## src/gbcam_cfg.svh

```systemverilog
`ifndef GBCAM_CFG_SVH
`define GBCAM_CFG_SVH

// frame geometry
`define CAM_LINE_PIXELS       128
`define CAM_FRAME_PIXELS      16384
// two lines fewer when the n bit is set
`define CAM_FRAME_PIXELS_NBIT 16128
`define CAM_BLOCK_LINES       8

// sys clocks from an xck rise to the pixel sample
`define CAM_SAMPLE_DELAY      6

`define CAM_QUEUE_DEPTH       4
`define CAM_QUEUE_AW          2

// exposure registers count in units of 8 xck
`define CAM_EXPOSURE_SHIFT    3
// xck edges before read, doubled before the final reset
`define CAM_SETTLE_XCK        2

// register fields
`define CAM_A001_NBIT         7
`define CAM_A000_PM_SEL       2:0

`endif
```

## src/cam_buffer_pkg.sv

```systemverilog
package cam_buffer_pkg;

    // quantized sensor pixel
    typedef logic [1:0] cam_pix_t;
    // four pixels, the first one in the top bits
    typedef logic [7:0] cam_byte_t;
    typedef logic [9:0] cam_offset_t;

endpackage

```

## src/cam_sensor_pkg.sv

```systemverilog
package cam_sensor_pkg;

    // host register byte
    typedef logic [7:0] cam_reg_t;
    // serial word, 3 address bits then 8 data bits
    typedef logic [10:0] cam_word_t;
    typedef logic [14:0] cam_pixel_idx_t;
    // exposure length in xck periods
    typedef logic [18:0] cam_exposure_t;

    typedef enum logic [3:0] {
        ST_IDLE,
        ST_RESET,
        ST_CONFIG,
        ST_WAIT,
        ST_START,
        ST_EXPOSURE,
        ST_SETTLE,
        ST_READ,
        ST_DRAIN,
        ST_FINAL_RESET,
        ST_FINISH
    } cam_seq_state_t;

endpackage

```

## src/cam_top.sv

```systemverilog
module cam_top (
    input  logic                        sys_clock,
    input  logic                        sys_resetn,
    input  logic                        cam_capture,
    input  logic                        cart_clk,
    input  cam_sensor_pkg::cam_reg_t    reg_a000,
    input  cam_sensor_pkg::cam_reg_t    reg_a001,
    input  cam_sensor_pkg::cam_reg_t    reg_a002,
    input  cam_sensor_pkg::cam_reg_t    reg_a003,
    input  cam_sensor_pkg::cam_reg_t    reg_a004,
    input  cam_sensor_pkg::cam_reg_t    reg_a005,
    output logic                        sens_xck,
    output logic                        sens_reset,
    output logic                        sens_sin,
    output logic                        sens_load,
    output logic                        sens_start,
    output logic                        sens_read,
    input  cam_buffer_pkg::cam_pix_t    pix_value,
    output logic                        bram_req,
    output cam_buffer_pkg::cam_offset_t bram_offset,
    output cam_buffer_pkg::cam_byte_t   bram_data,
    input  logic                        bram_done,
    output logic                        buf_flip,
    output logic                        block_ready,
    output logic                        capture_finish
);

    import cam_buffer_pkg::*;

    logic      xck_rise;
    logic      xck_fall;
    logic      clk_fall;
    logic      load_start;
    logic      load_done;
    logic      pix_valid;
    cam_pix_t  pix_data;
    logic      queue_pop;
    logic      queue_empty;
    cam_byte_t queue_data;

    cam_xck_gen u_xck_gen (.*);

    // loader follows the capture level like the sequencer
    cam_reg_loader u_reg_loader (
        .enable (cam_capture),
        .*
    );

    cam_sensor_seq u_sensor_seq (.*);

    cam_pixel_packer u_pixel_packer (.*);

    cam_bram_writer u_bram_writer (.*);

endmodule

```

## src/cam_bram_writer.sv

```systemverilog
`include "gbcam_cfg.svh"

module cam_bram_writer (
    input  logic                        sys_clock,
    input  logic                        sys_resetn,
    input  logic                        queue_empty,
    input  cam_buffer_pkg::cam_byte_t   queue_data,
    input  logic                        bram_done,
    output logic                        queue_pop,
    output logic                        bram_req,
    output cam_buffer_pkg::cam_offset_t bram_offset,
    output cam_buffer_pkg::cam_byte_t   bram_data,
    output logic                        buf_flip,
    output logic                        block_ready
);

    // eight lines of 2-bit pixels per block
    localparam int BLOCK_BYTES = `CAM_LINE_PIXELS * `CAM_BLOCK_LINES / 4;
    localparam int CNT_W       = $clog2(BLOCK_BYTES);

    logic [CNT_W-1:0] byte_cnt;

    assign queue_pop   = !bram_req && !queue_empty;
    assign bram_offset = {2'b00, byte_cnt};

    always_ff @(posedge sys_clock) begin
        if (!sys_resetn) begin
            bram_req    <= 1'b0;
            byte_cnt    <= '0;
            buf_flip    <= 1'b0;
            block_ready <= 1'b0;
        end else begin
            block_ready <= 1'b0;
            if (queue_pop) begin
                bram_req <= 1'b1;
            end else if (bram_req && bram_done) begin
                bram_req <= 1'b0;
                byte_cnt <= byte_cnt + 1'b1;
                // count wraps exactly at the block boundary
                if (byte_cnt == CNT_W'(BLOCK_BYTES - 1)) begin
                    buf_flip    <= !buf_flip;
                    block_ready <= 1'b1;
                end
            end
        end
    end

    always_ff @(posedge sys_clock) begin
        if (queue_pop) begin
            bram_data <= queue_data;
        end
    end

    // RAM sees a steady address and byte until it answers
    assert property (@(posedge sys_clock) disable iff (!sys_resetn)
        (bram_req && !bram_done) |=> ($stable(bram_offset) && $stable(bram_data)));

endmodule

```

## src/cam_pixel_packer.sv

```systemverilog
`include "gbcam_cfg.svh"

module cam_pixel_packer (
    input  logic                      sys_clock,
    input  logic                      sys_resetn,
    input  logic                      pix_valid,
    input  cam_buffer_pkg::cam_pix_t  pix_data,
    input  logic                      queue_pop,
    output cam_buffer_pkg::cam_byte_t queue_data,
    output logic                      queue_empty
);

    import cam_buffer_pkg::*;

    localparam logic [`CAM_QUEUE_AW:0] QUEUE_FULL = `CAM_QUEUE_DEPTH;

    logic [5:0]               pix_shift;
    logic [1:0]               pix_cnt;
    logic                     byte_valid;
    cam_byte_t                byte_data;
    cam_byte_t                queue_mem [`CAM_QUEUE_DEPTH];
    logic [`CAM_QUEUE_AW-1:0] wr_ptr;
    logic [`CAM_QUEUE_AW-1:0] rd_ptr;
    logic [`CAM_QUEUE_AW:0]   count;

    // fourth pixel completes the byte
    assign byte_valid = pix_valid && (pix_cnt == 2'd3);
    assign byte_data  = {pix_shift, pix_data};

    always_ff @(posedge sys_clock) begin
        if (!sys_resetn) begin
            pix_cnt <= '0;
            wr_ptr  <= '0;
            rd_ptr  <= '0;
            count   <= '0;
        end else begin
            if (pix_valid) begin
                pix_cnt <= pix_cnt + 2'd1;
            end
            if (byte_valid) begin
                wr_ptr <= wr_ptr + 1'b1;
            end
            if (queue_pop) begin
                rd_ptr <= rd_ptr + 1'b1;
            end
            case ({byte_valid, queue_pop})
                2'b10: count <= count + 1'b1;
                2'b01: count <= count - 1'b1;
                default: count <= count;
            endcase
        end
    end

    always_ff @(posedge sys_clock) begin
        if (pix_valid) begin
            pix_shift <= byte_data[5:0];
        end
        if (byte_valid) begin
            queue_mem[wr_ptr] <= byte_data;
        end
    end

    assign queue_data  = queue_mem[rd_ptr];
    assign queue_empty = (count == '0);

    // the RAM side must drain faster than pixels arrive
    assert property (@(posedge sys_clock) disable iff (!sys_resetn)
        byte_valid |-> (count != QUEUE_FULL));

endmodule

```

## src/cam_sensor_seq.sv

```systemverilog
`include "gbcam_cfg.svh"

module cam_sensor_seq (
    input  logic                     sys_clock,
    input  logic                     sys_resetn,
    input  logic                     cam_capture,
    input  logic                     xck_rise,
    input  logic                     xck_fall,
    input  logic                     clk_fall,
    input  logic                     load_done,
    input  logic                     queue_empty,
    input  cam_sensor_pkg::cam_reg_t reg_a001,
    input  cam_sensor_pkg::cam_reg_t reg_a002,
    input  cam_sensor_pkg::cam_reg_t reg_a003,
    input  cam_buffer_pkg::cam_pix_t pix_value,
    output logic                     sens_reset,
    output logic                     sens_start,
    output logic                     sens_read,
    output logic                     load_start,
    output logic                     pix_valid,
    output cam_buffer_pkg::cam_pix_t pix_data,
    output logic                     capture_finish
);

    import cam_sensor_pkg::*;

    localparam int DELAY_W = $clog2(`CAM_SAMPLE_DELAY);

    cam_seq_state_t     state;
    cam_exposure_t      expo_cnt;
    cam_exposure_t      expo_len;
    cam_pixel_idx_t     pix_cnt;
    cam_pixel_idx_t     frame_len;
    logic [2:0]         settle_cnt;
    logic               pulse_sent;
    logic               delay_run;
    logic [DELAY_W-1:0] delay_cnt;
    logic               sample_now;

    assign expo_len  = cam_exposure_t'({reg_a002, reg_a003}) << `CAM_EXPOSURE_SHIFT;
    assign frame_len = reg_a001[`CAM_A001_NBIT] ? cam_pixel_idx_t'(`CAM_FRAME_PIXELS_NBIT)
                                                : cam_pixel_idx_t'(`CAM_FRAME_PIXELS);

    always_ff @(posedge sys_clock) begin
        if (!sys_resetn) begin
            state          <= ST_IDLE;
            expo_cnt       <= '0;
            pix_cnt        <= '0;
            settle_cnt     <= '0;
            pulse_sent     <= 1'b0;
            sens_reset     <= 1'b1;
            sens_start     <= 1'b0;
            sens_read      <= 1'b0;
            load_start     <= 1'b0;
            capture_finish <= 1'b0;
        end else begin
            load_start <= 1'b0;
            if (cam_capture) begin
                case (state)
                    ST_IDLE: begin
                        if (xck_rise) begin
                            capture_finish <= 1'b0;
                            pulse_sent     <= 1'b0;
                            state          <= ST_RESET;
                        end
                    end
                    // reset low for one xck period, changed on the fall
                    ST_RESET, ST_FINAL_RESET: begin
                        if (xck_fall) begin
                            pulse_sent <= 1'b1;
                            sens_reset <= pulse_sent;
                            if (pulse_sent) begin
                                load_start <= (state == ST_RESET);
                                state      <= (state == ST_RESET) ? ST_CONFIG : ST_FINISH;
                            end
                        end
                    end
                    ST_CONFIG: begin
                        if (load_done) begin
                            state <= ST_WAIT;
                        end
                    end
                    ST_WAIT: begin
                        if (xck_rise) begin
                            state <= ST_START;
                        end
                    end
                    // start spans one cart clock period
                    ST_START: begin
                        if (clk_fall) begin
                            sens_start <= !sens_start;
                            if (sens_start) begin
                                expo_cnt <= '0;
                                state    <= ST_EXPOSURE;
                            end
                        end
                    end
                    ST_EXPOSURE: begin
                        if (xck_rise) begin
                            if (expo_cnt == expo_len) begin
                                settle_cnt <= '0;
                                state      <= ST_SETTLE;
                            end else begin
                                expo_cnt <= expo_cnt + 1'b1;
                            end
                        end
                    end
                    ST_SETTLE: begin
                        if (xck_rise) begin
                            settle_cnt <= settle_cnt + 3'd1;
                            if (settle_cnt == 3'(`CAM_SETTLE_XCK - 1)) begin
                                pix_cnt   <= '0;
                                sens_read <= 1'b1;
                                state     <= ST_READ;
                            end
                        end
                    end
                    ST_READ: begin
                        if (xck_rise) begin
                            if (pix_cnt == frame_len) begin
                                sens_read  <= 1'b0;
                                settle_cnt <= '0;
                                state      <= ST_DRAIN;
                            end else begin
                                pix_cnt <= pix_cnt + 1'b1;
                            end
                        end
                    end
                    ST_DRAIN: begin
                        if (xck_rise) begin
                            settle_cnt <= settle_cnt + 3'd1;
                            if (settle_cnt == 3'(2 * `CAM_SETTLE_XCK - 1)) begin
                                pulse_sent <= 1'b0;
                                state      <= ST_FINAL_RESET;
                            end
                        end
                    end
                    ST_FINISH: begin
                        if (queue_empty) begin
                            capture_finish <= 1'b1;
                            state          <= ST_IDLE;
                        end
                    end
                    default: state <= ST_IDLE;
                endcase
            end
        end
    end

    // pixel output settles a few clocks after each read xck rise
    assign sample_now = delay_run && (delay_cnt == DELAY_W'(`CAM_SAMPLE_DELAY - 1));

    always_ff @(posedge sys_clock) begin
        if (!sys_resetn) begin
            delay_run <= 1'b0;
            delay_cnt <= '0;
            pix_valid <= 1'b0;
        end else begin
            pix_valid <= 1'b0;
            if (cam_capture) begin
                if (state == ST_READ && xck_rise && pix_cnt != frame_len) begin
                    delay_run <= 1'b1;
                    delay_cnt <= '0;
                end else if (delay_run) begin
                    delay_cnt <= delay_cnt + 1'b1;
                    if (sample_now) begin
                        delay_run <= 1'b0;
                        pix_valid <= 1'b1;
                    end
                end
            end
        end
    end

    always_ff @(posedge sys_clock) begin
        if (cam_capture && sample_now) begin
            pix_data <= pix_value;
        end
    end

    // pixels only come out inside the read window
    assert property (@(posedge sys_clock) disable iff (!sys_resetn)
        pix_valid |-> sens_read);

endmodule

```

## src/cam_reg_loader.sv

```systemverilog
`include "gbcam_cfg.svh"

module cam_reg_loader (
    input  logic                     sys_clock,
    input  logic                     sys_resetn,
    input  logic                     enable,
    input  logic                     load_start,
    input  logic                     xck_rise,
    input  logic                     xck_fall,
    input  logic                     clk_fall,
    input  cam_sensor_pkg::cam_reg_t reg_a000,
    input  cam_sensor_pkg::cam_reg_t reg_a001,
    input  cam_sensor_pkg::cam_reg_t reg_a002,
    input  cam_sensor_pkg::cam_reg_t reg_a003,
    input  cam_sensor_pkg::cam_reg_t reg_a004,
    input  cam_sensor_pkg::cam_reg_t reg_a005,
    output logic                     sens_sin,
    output logic                     sens_load,
    output logic                     load_done
);

    import cam_sensor_pkg::*;

    localparam cam_word_t PTR_MSB = cam_word_t'(1) << 10;

    logic       active;
    logic [2:0] reg_idx;
    cam_word_t  bit_ptr;
    cam_word_t  word;
    logic       load_pend;
    logic       last_word;

    // gain fields P and M picked by the A000 mode bits
    function automatic cam_reg_t pm_value(input logic [2:0] sel, input logic want_m);
        cam_reg_t p;
        cam_reg_t m;
        p = 8'h00;
        m = 8'h01;
        if (sel == 3'd3) begin
            p = 8'h01;
            m = 8'h00;
        end else if (sel == 3'd5 || sel == 3'd7) begin
            p = 8'h01;
            m = 8'h02;
        end
        return want_m ? m : p;
    endfunction

    always_comb begin
        case (reg_idx)
            3'd0: word = {3'd0, reg_a005};
            3'd1: word = {3'd1, reg_a001};
            3'd2: word = {3'd2, reg_a002};
            3'd3: word = {3'd3, reg_a003};
            3'd4: word = {3'd4, pm_value(reg_a000[`CAM_A000_PM_SEL], 1'b0)};
            3'd5: word = {3'd5, pm_value(reg_a000[`CAM_A000_PM_SEL], 1'b1)};
            3'd6: word = {3'd6, 8'h01};
            default: word = {3'd7, reg_a004};
        endcase
    end

    // reg_idx wraps back to 1 after register 0, so it is ready for the next run
    always_ff @(posedge sys_clock) begin
        if (!sys_resetn) begin
            active    <= 1'b0;
            reg_idx   <= 3'd1;
            bit_ptr   <= PTR_MSB;
            load_pend <= 1'b0;
            last_word <= 1'b0;
            sens_sin  <= 1'b0;
            sens_load <= 1'b0;
            load_done <= 1'b0;
        end else begin
            load_done <= 1'b0;
            if (enable) begin
                if (load_start) begin
                    active    <= 1'b1;
                    last_word <= 1'b0;
                    sens_sin  <= word[10];
                end else if (active) begin
                    // new bit on xck fall, the sensor takes it on the rise
                    if (xck_fall && !last_word) begin
                        sens_sin <= |(word & bit_ptr);
                    end
                    if (xck_rise && !last_word) begin
                        if (bit_ptr[0]) begin
                            load_pend <= 1'b1;
                            reg_idx   <= reg_idx + 3'd1;
                            bit_ptr   <= PTR_MSB;
                            last_word <= (reg_idx == 3'd0);
                        end else begin
                            bit_ptr <= bit_ptr >> 1;
                        end
                    end
                    if (clk_fall) begin
                        if (load_pend) begin
                            sens_load <= 1'b1;
                            load_pend <= 1'b0;
                        end else if (sens_load) begin
                            sens_load <= 1'b0;
                            if (last_word) begin
                                active    <= 1'b0;
                                load_done <= 1'b1;
                            end
                        end
                    end
                end
            end
        end
    end

    // a load pulse lasts one cart clock period
    assert property (@(posedge sys_clock) disable iff (!sys_resetn)
        (clk_fall && sens_load && enable) |=> !sens_load);

endmodule

```

## src/cam_xck_gen.sv

```systemverilog
module cam_xck_gen (
    input  logic sys_clock,
    input  logic sys_resetn,
    input  logic cart_clk,
    output logic sens_xck,
    output logic xck_rise,
    output logic xck_fall,
    output logic clk_fall
);

    logic [2:0] clk_sync;
    logic       xck_q;

    always_ff @(posedge sys_clock) begin
        if (!sys_resetn) begin
            clk_sync <= 3'b000;
            sens_xck <= 1'b0;
            xck_q    <= 1'b0;
        end else begin
            clk_sync <= {clk_sync[1:0], cart_clk};
            xck_q    <= sens_xck;
            // xck runs at half the cartridge clock
            if (clk_sync[1] && !clk_sync[2]) begin
                sens_xck <= !sens_xck;
            end
        end
    end

    assign clk_fall = clk_sync[2] && !clk_sync[1];
    assign xck_rise = sens_xck && !xck_q;
    assign xck_fall = !sens_xck && xck_q;

endmodule

```

## config.mk

```make
export PLATFORM = sky130hd
export DESIGN_NAME = cam_top
export DESIGN_NICKNAME = d
export VERILOG_FILES = /design/src/cam_buffer_pkg.sv /design/src/cam_sensor_pkg.sv /design/src/cam_top.sv /design/src/cam_bram_writer.sv /design/src/cam_pixel_packer.sv /design/src/cam_sensor_seq.sv /design/src/cam_reg_loader.sv /design/src/cam_xck_gen.sv
export VERILOG_INCLUDE_DIRS = /design/src
export SDC_FILE = /design/constraint.sdc
export NUM_CORES = 1
export LEC_CHECK = 0
export BUFFER_PORTS_ARGS = -buffer_cell sky130_fd_sc_hd__buf_2
export CAP_MARGIN = 10
export CORE_ASPECT_RATIO = 0.5
export CORE_MARGIN = 2
export CORE_UTILIZATION = 45
export CTS_CLUSTER_DIAMETER = 40
export CTS_CLUSTER_SIZE = 16
export DETAILED_ROUTE_END_ITERATION = 10
export GPL_ROUTABILITY_DRIVEN = 0
export HOLD_SLACK_MARGIN = 0.06
export REMOVE_ABC_BUFFERS = 1
export SLEW_MARGIN = 5
export SYNTH_ARGS = -nofsm -noshare
export SYNTH_HDL_FRONTEND = slang
export SYNTH_HIERARCHICAL = 1
export SYNTH_SLANG_ARGS = --single-unit
export TNS_END_PERCENT = 50
```

## constraint.sdc

```tcl
create_clock -name sys_clock -period 3.8 [get_ports sys_clock]
set_input_delay 0.19 -clock sys_clock [delete_from_list [all_inputs] [get_ports sys_clock]]
set_output_delay 0.19 -clock sys_clock [all_outputs]
set_load 0.1 [all_outputs]
```

==> metrics.md, run 1 <==
| Metric | Value |
|---|---|
| Status | complete, no violations |
| FP Rows | 32 |
| Proportion of power drawn by the clock network | 0.420 |
| Post-CTS setup buffers | 0 |
| Die height | 93.8 microns |
| Cell Int Power | around 2.9 mW |
| H-tree depth | 4 |
| I/O Buffers | 75 |
| Power, Total | slightly above 4 mW |
| Setup Crit Path Kind | flop to flop |
| Hold Path Class | primary input to flop |
| TritonCTS Sinks | 147 |
| WP data arrival | ~3.0 ns |
| Crit-path slowest cell | nor2_1 |
| R2R depth | 8 |
| Synth area leaders | dfxtp_1 27%, edfxtp_1 20%, ha_1 3.6% |
| RSZ-0062 raised after global routing | false |
| Post_cts resized | 0 |
| Vias in the first global route | a little over 5000 |
| Cts bufs inserted | 17 |
| Antenna Violating Nets Remaining | 0 |
| Worst slew margin | 0.365 |
| Cells after Synth | about 700 |
| Min Clock Period, post-route | ~2.6 ns |
| Nets | between 800 and 900 |
| Clock slew seen by the registers of the worst setup and hold paths | approximately 0.07 ns |
| Root buffer cell | clkbuf_16 |
| Post-synth top area share | 0.273 |
| First-pass GRT wire length | between 20000 and 30000 microns |
| Sequential share of the synthesized area | 0.472 |
| Yosys warns | 6 |
| Slew @ Worst Pin | ~0.95 ns |
| Commonest cells after routing, fill and taps aside | 99 x dfxtp_1, 75 x buf_2, 70 x nand2_1 |
| Post-synthesis cell type count | between 80 and 90 |
| Buf/Inv on CP | 1 |
| Crit path capture type | flop |
| Fin. Hold Viols | 0 |
| Initial antenna violation count | 0 |
| CTS tree | done |
| Family with the most delay on the worst path | simple AND/OR/NAND/NOR gates |
| Total negative slack | 0 ns |
| Combinational share of power | 0.152 |
| Via density | roughly 5.5 |
| Most common library cell in the layout ignoring fill and taps | dfxtp_1 |
| Skew-Pair Late Insertion Delay | roughly 0.42 ns |
| Pwr dens | approximately 490 nW/um^2 |
| Final setup vio count | 0 |
| Top_reg_cell synth | dfxtp_1 |
| Layout cell share with drive strength beyond 1 | 0.191 |
| Core Area | approximately 16000 sq um |
| Worst setup SP type | flop |
| Initial Util | 0.466 |
| WL final | between 15000 and 20000 microns |
| Vias | between 5000 and 6000 |
| Number of synthesized flops with an enable pin | 48 |
| Worst Path Required | 4.15 ns |
| Initial DRC Count | between 300 and 400 |
| Leak | roughly 3.1 nW |
| Area leader, netlist | dfxtp_1 |
| Final Cell Area | around 8400 sq um |
| DPL Wire Length | approximately 10000 microns |
| Fin. max-slew vios | 0 |
| Crit-path cells | nor3_1 > nor2_1 > ha_1 > inv_1 > fa_1 > xor2_1 > or3_1 > a21boi_1 |
| Die area | roughly 17000 sq um |
| FMAX | about 380 MHz |
| Antenna diodes | 0 |
| Skew final | about 0.011 ns |
| Hold_buf cts | 3 |
| Total grt overflow | 0 |
| Drt wl/cell | about 15 microns |
| Crit. path cell count | 8 |
| GRT Total Usage | 0.184 |
| Critical path fanouts, max | 11 |
| FFs w/ async S/R, synth | 0 |
| Sw Pwr | 1.20 mW |
| Pre-antenna DRT Iters | 6 |
| Peak VDD IR | approximately 0.00029 V |
| Filler Cell Count | around 1400 |
| Cell Area, Placed | 7770 sq um |
| Area delta synth->final | 16.0% |
| Sequential share of power | 0.428 |
| Syn_area_per_cell | ~10 sq um |
| Post-Syn Area | 7250 sq um |
| Die width | roughly 180 microns |
| Sw Ratio | 0.292 |
| Crit-path max cell delay | 0.73 ns |
| I/O pin count | 83 |
| Largest net degree at the start of global routing | 36 |
| Clock Path Buffers | 2 |
| Hold path depth | 3 |
| Max-Cap Viols | 0 |
| Final period utilization | 0.695 |
| Synthesized flop and latch total | 147 |
| # DRC | 0 |
==> cell usage after synthesis (4+ instances only) <==
library cell  count
inv_1            26
o31ai_1           6
nand2b_1         11
nor2_1           47
o21ai_1           8
nand3b_1          4
o211ai_1         10
xor2_1           21
dfxtp_1          99
clkbuf_1         15
o21ai_0          19
nand4_1          12
xnor2_1          16
nor4_1            7
nand2_1          70
edfxtp_1         48
mux4_2            8
buf_2            13
and2_1           11
a222oi_1          6
a21oi_1          32
or4_1            11
ha_1             21
or3_1            15
a21boi_0          6
o21a_1            7
nand3_1          24
nor2b_1           6
and3_1           11
mux2i_1          25
a211oi_1          6
nor3_1            8
==> power groups by stage <==
stage	sequential (mW)	clock, mW	combinational [mW]
final	1.76	1.73	0.625
after global routing	1.77	1.83	0.665
after CTS	1.76	1.77	0.630
after detailed placement	1.80	0	0.625
after global placement	1.79	0	0.618
after floorplan	2.05	0	0.230
==> path summary, 6_finish.rpt <==
| kind | slack (ns) | to | startpoint |
|---|---|---|---|
| min | 0.08 | u_bram_writer/byte_cnt[1] | bram_done |
| max | 1.16 | u_pixel_packer/count[2] | u_pixel_packer/count[0] |
| min reg2reg | 0.45 | u_xck_gen/clk_sync[1] | u_xck_gen/clk_sync[0] |
| max reg2reg | 1.16 | u_pixel_packer/count[2] | u_pixel_packer/count[0] |
==> cell families (layout without fill, tap and decap cells) <==
| family | Yosys count | in the layout | synth area share |
|---|---|---|---|
| flip-flops | 147 | 147 | 0.472 |
| other | 1 | 2 | 0.000517 |
| XOR/XNOR | 37 | 37 | 0.0447 |
| AO/OA/AOI/OAI | 137 | 137 | 0.133 |
| multiplexers | 35 | 35 | 0.0630 |
| AND/OR/NAND/NOR | 271 | 271 | 0.208 |
| buffers and inverters | 63 | 146 | 0.0397 |
| adder cells (fa/ha/maj) | 22 | 22 | 0.0390 |
==> tightest hold or removal path, cell delays in order <==
cell     delay [ns]
buf_2          0.13
nand3_1        0.08
a21oi_1        0.05
==> metrics by stage <==
step / instances / util / setup slack, ns / hold WS, ns
2_1_floorplan: 679 / - / 1.02 / 0.252
3_3_place_gp: 966 / 0.499 / 1.17 / 0.369
3_5_place_dp: 966 / 0.499 / 1.13 / 0.372
4_1_cts: 1001 / 0.540 / 1.10 / 0.0610
5_1_grt: 1001 / 0.540 / 0.858 / 0.0706
6_report: 1001 / 0.540 / 1.16 / 0.0812
==> layer usage <==
metal	wire length [microns]	up-vias	global-route usage
met5	0	-	0
met4	217	0	0.0620
met3	617	19	0.0434
met2	6890	126	0.303
met1	7310	2606	0.238
li1	-	2750	-
==> layout make-up <==
class                      instances  area (sq um)  share of cell area
clock buffer                      19           464              0.0552
inverter                          28           105              0.0125
timing repair buffer              86           465              0.0553
multi-input combinational        504          3550               0.423
clock inverter                    13           145              0.0173
tap                              204           255              0.0303
sequential                       147          3420               0.407
==> state kept, by name (all words and copies together), names as in the netlist, 2 cells and up, named ones only <==
register and count:
u_sensor_seq/pix_cnt 15, u_reg_loader/bit_ptr 11, u_xck_gen/clk_sync 3, u_reg_loader/reg_idx 3, u_pixel_packer/pix_cnt 2, u_sensor_seq/settle_cnt 3, u_sensor_seq/state 4, u_sensor_seq/pix_data 2
u_pixel_packer/pix_shift 6, u_sensor_seq/delay_cnt 3, u_pixel_packer/rd_ptr 2, u_pixel_packer/wr_ptr 2, u_sensor_seq/expo_cnt 19, u_bram_writer/byte_cnt 8, u_pixel_packer/count 3, u_bram_writer/bram_data 8
u_pixel_packer/queue_mem 32
(Power assumes the default switching activity.)
==> run 2: changes to the inputs <==
--- a/config.mk
+++ b/config.mk
@@ -16,6 +16,7 @@
 export DETAILED_ROUTE_END_ITERATION = 10
 export GPL_ROUTABILITY_DRIVEN = 0
 export HOLD_SLACK_MARGIN = 0.06
+export PLACE_DENSITY = 0.67
 export REMOVE_ABC_BUFFERS = 1
 export SLEW_MARGIN = 5
 export SYNTH_ARGS = -nofsm -noshare
==> constraint.sdc (replaced) <==
create_clock -name sys_clock -period 2.26 [get_ports sys_clock]
set_input_delay 0.113 -clock sys_clock [delete_from_list [all_inputs] [get_ports sys_clock]]
set_output_delay 0.113 -clock sys_clock [all_outputs]
set_load 0.1 [all_outputs]
==> run 2 against run 1 <==
  * Clock power up 64%
  * First-iteration DRC count down 23%
  * Clock-buffer cell count grew 1
  * Sequential power grew 68%
  * Worst hold slack better by 0.025 ns
  * Critical path type unchanged
  * Global-route usage rose by 0.33 points
==> metrics.md, run 2 (synthesis gave the netlist of run 1 again) <==
| Metric | Value |
|---|---|
| Worst setup SP type | flop |
| Max-Cap Viols | 0 (unchanged) |
| Most common library cell in the layout ignoring fill and taps | dfxtp_1 |
| Nets | 889 (+3.3%) |
| Antenna Violating Nets Remaining | 0 (unchanged) |
| Commonest cells after routing, fill and taps aside | 98 x dfxtp_1, 75 x buf_2, 70 x nand2_1 |
| Slew @ Worst Pin | 0.560 ns (-0.390 ns) |
| Top reg by flops | u_pixel_packer/queue_mem |
| Filler Cell Count | 1379 (+0.36%) |
| DPL Wire Length | 10800 microns (+4.2%) |
| Sw Ratio | 0.300 (+0.00787) |
| Most common cell type on the critical path | a21oi_1 |
| Leak | 3.27 nW (+4.9%) |
| Final period utilization | 0.947 (+0.252) |
| Sw Pwr | 2.07 mW (+72%) |
| R2R depth | 8 (unchanged) |
| Hold Path Class | primary input to flop |
| Fin. max-slew vios | 0 (unchanged) |
| Die width | 184 microns (unchanged) |
| Cell Int Power | 4.83 mW (+66%) |
| Min Clock Period, post-route | 2.14 ns (-0.501 ns) |
| FF/Latch Area | 3420 sq um (about the same) |
| Final setup vio count | 0 (unchanged) |
| Crit path capture | u_sensor_seq/expo_cnt[15] |
| Setup crit start | u_xck_gen/sens_xck |
| Initial antenna violation count | 0 (unchanged) |
| Power, Total | 6.90 mW (+68%) |
| Final design utilization | 0.556 (+0.0159) |
| FP Rows | 32 (unchanged) |
| FMAX | 467 MHz (+23%) |
| Crit-path cells | nor2b_1 > buf_4 > o21ai_1 > a21oi_1 > o31ai_4 > buf_12 > or4_1 > a21oi_1 |
| TritonCTS Sinks | 147 (unchanged) |
| Die area | 17200 sq um (unchanged) |
| Combinational share of power | 0.160 (+0.008) |
| Worst slew margin | 0.624 (+0.259) |
| Pre-antenna DRT Iters | 7 (+1) |
| Crit path capture type | flop |
| Fin. Hold Viols | 0 (unchanged) |
| Peak VDD IR | 0.000436 V (+52%) |
| Vias in the first global route | 5270 (+2.6%) |
| Pwr dens | 796 nW/um^2 (+63%) |
| Via density | 5.43 (-1.1%) |
| Vias | 5592 (+1.7%) |
| Max reg flops | 32 (unchanged) |
| Setup ws final | 0.120 ns (-1.04 ns) |
| Crit-path slowest cell | or4_1 |
| Initial DRC Count | 254 (-23%) |
| WL final | 15300 microns (+1.8%) |
| Post-CTS setup buffers | 0 (unchanged) |
| Initial Util | 0.466 (unchanged) |
| H-tree depth | 4 (unchanged) |
| Area delta synth->final | 19.4% |
| Total grt overflow | 0 (unchanged) |
| Dpl cells | 993 (+2.8%) |
| Drt wl/cell | 14.9 microns (-0.98%) |
| Reg2reg setup slack | 0.12 ns (-1.04 ns) |
| Root buffer cell | clkbuf_16 |
| Skew-Pair Late Insertion Delay | 0.42 ns (about the same) |
| Multi-input logic area | 3580 sq um (+0.77%) |
| WP data arrival | 2.49 ns (-0.50 ns) |
| Crit-path max cell delay | 0.51 ns (-0.22 ns) |
| Largest net degree at the start of global routing | 41 (+14%) |
| Core Area | 15600 sq um (unchanged) |
| # DRC | 0 (unchanged) |
| Cts bufs inserted | 17 (unchanged) |
| Status | complete, no violations |
| Critical path fanouts, max | 35 (+24) |
| Skew final | 0.0123 ns (+0.00171 ns) |
| Worst Path Required | 2.61 ns (-1.54 ns) |
| Dpl ws | 0.0680 ns (-1.06 ns) |
| Layout cell share with drive strength beyond 1 | 0.225 (+0.0347) |
| GRT Total Usage | 0.187 (+0.00330) |
| Top flop regs | u_pixel_packer/queue_mem (32), u_sensor_seq/expo_cnt (19), u_sensor_seq/pix_cnt (15) |
| Die height | 93.8 microns (unchanged) |
| Reg2Reg Capture Point | u_sensor_seq/expo_cnt[15] |
| RR Startpoint | u_xck_gen/sens_xck |
| I/O Buffers | 75 (unchanged) |
| CTS tree | done |
| I/O pin count | 83 (unchanged) |
| Proportion of power drawn by the clock network | 0.412 (-0.008) |
| Antenna diodes | 0 (unchanged) |
| First-pass GRT wire length | 25500 microns (+1.8%) |
| Clock slew seen by the registers of the worst setup and hold paths | 0.07 ns (about the same) |
| Clock Path Buffers | 2 (unchanged) |
| Finished Layout Cells | 1029 (+2.8%) |
| Sequential share of power | 0.428 (about the same) |
| Setup Crit Path Kind | flop to flop |
| Total negative slack | 0 ns (unchanged) |
run 2: worst min-delay path by stage:
stage | start | end | slack [ns] | cells after the start
6_report | sys_resetn | u_reg_loader/reg_idx[0] | 0.11 | 3
5_1_grt | sys_resetn | u_reg_loader/reg_idx[0] | 0.1 | 3
2_1_floorplan | sys_resetn | u_reg_loader/reg_idx[0] | 0.17 | 1
3_5_place_dp | pix_value[0] | u_sensor_seq/pix_data[0] | 0.29 | 1
3_3_place_gp | pix_value[1] | u_sensor_seq/pix_data[1] | 0.29 | 1
4_1_cts | sys_resetn | u_reg_loader/reg_idx[0] | 0.09 | 3
run 2: per-stage QoR:
stage          hold slack [ns]  area [sq um]
6_report                 0.106          8660
5_1_grt                 0.0976          8660
4_1_cts                 0.0861          8630
3_5_place_dp             0.295          7990
3_3_place_gp             0.293          7990
2_1_floorplan            0.175          7070
run 2: power groups by stage:
stage               clock (mW)  sequential (mW)  combinational, mW
floorplan                    0             3.45              0.387
global placement             0             3.01               1.08
finish                    2.84             2.95               1.10
global route              3.03             2.97               1.18
detailed placement           0             3.02               1.09
CTS                       2.91             2.96               1.11
run 2: what timing repair did:
action / in CTS / in global routing
hold buffers: 4 / 0
gates resized for setup: 0 / 7
endpoints found under the setup margin: 0 / 21
hold endpoints to repair: 5 / 0
run 2: metal layers:
layer,part of all wire,track usage
met1,0.48,0.244
met2,0.48,0.314
met3,0.033,0.0438
met4,0.0052,0.0507
met5,0,0
run 2: final cells by class:
| class | count | share of cell area |
|---|---|---|
| multi-input combinational | 504 | 0.414 |
| sequential | 147 | 0.395 |
| timing repair buffer | 114 | 0.0797 |
| clock buffer | 20 | 0.0578 |
| tap | 204 | 0.0295 |
| inverter | 28 | 0.0121 |
| clock inverter | 12 | 0.0118 |
run 2: critical path, delay by kind of cell (launching register included):
family / cells / cell delay [ns]
and+or+nand+nor: 2 / 0.76
AOI/OAI and AO/OA: 4 / 0.61
buffers and inverters: 2 / 0.36
DFF: 1 / 0.33
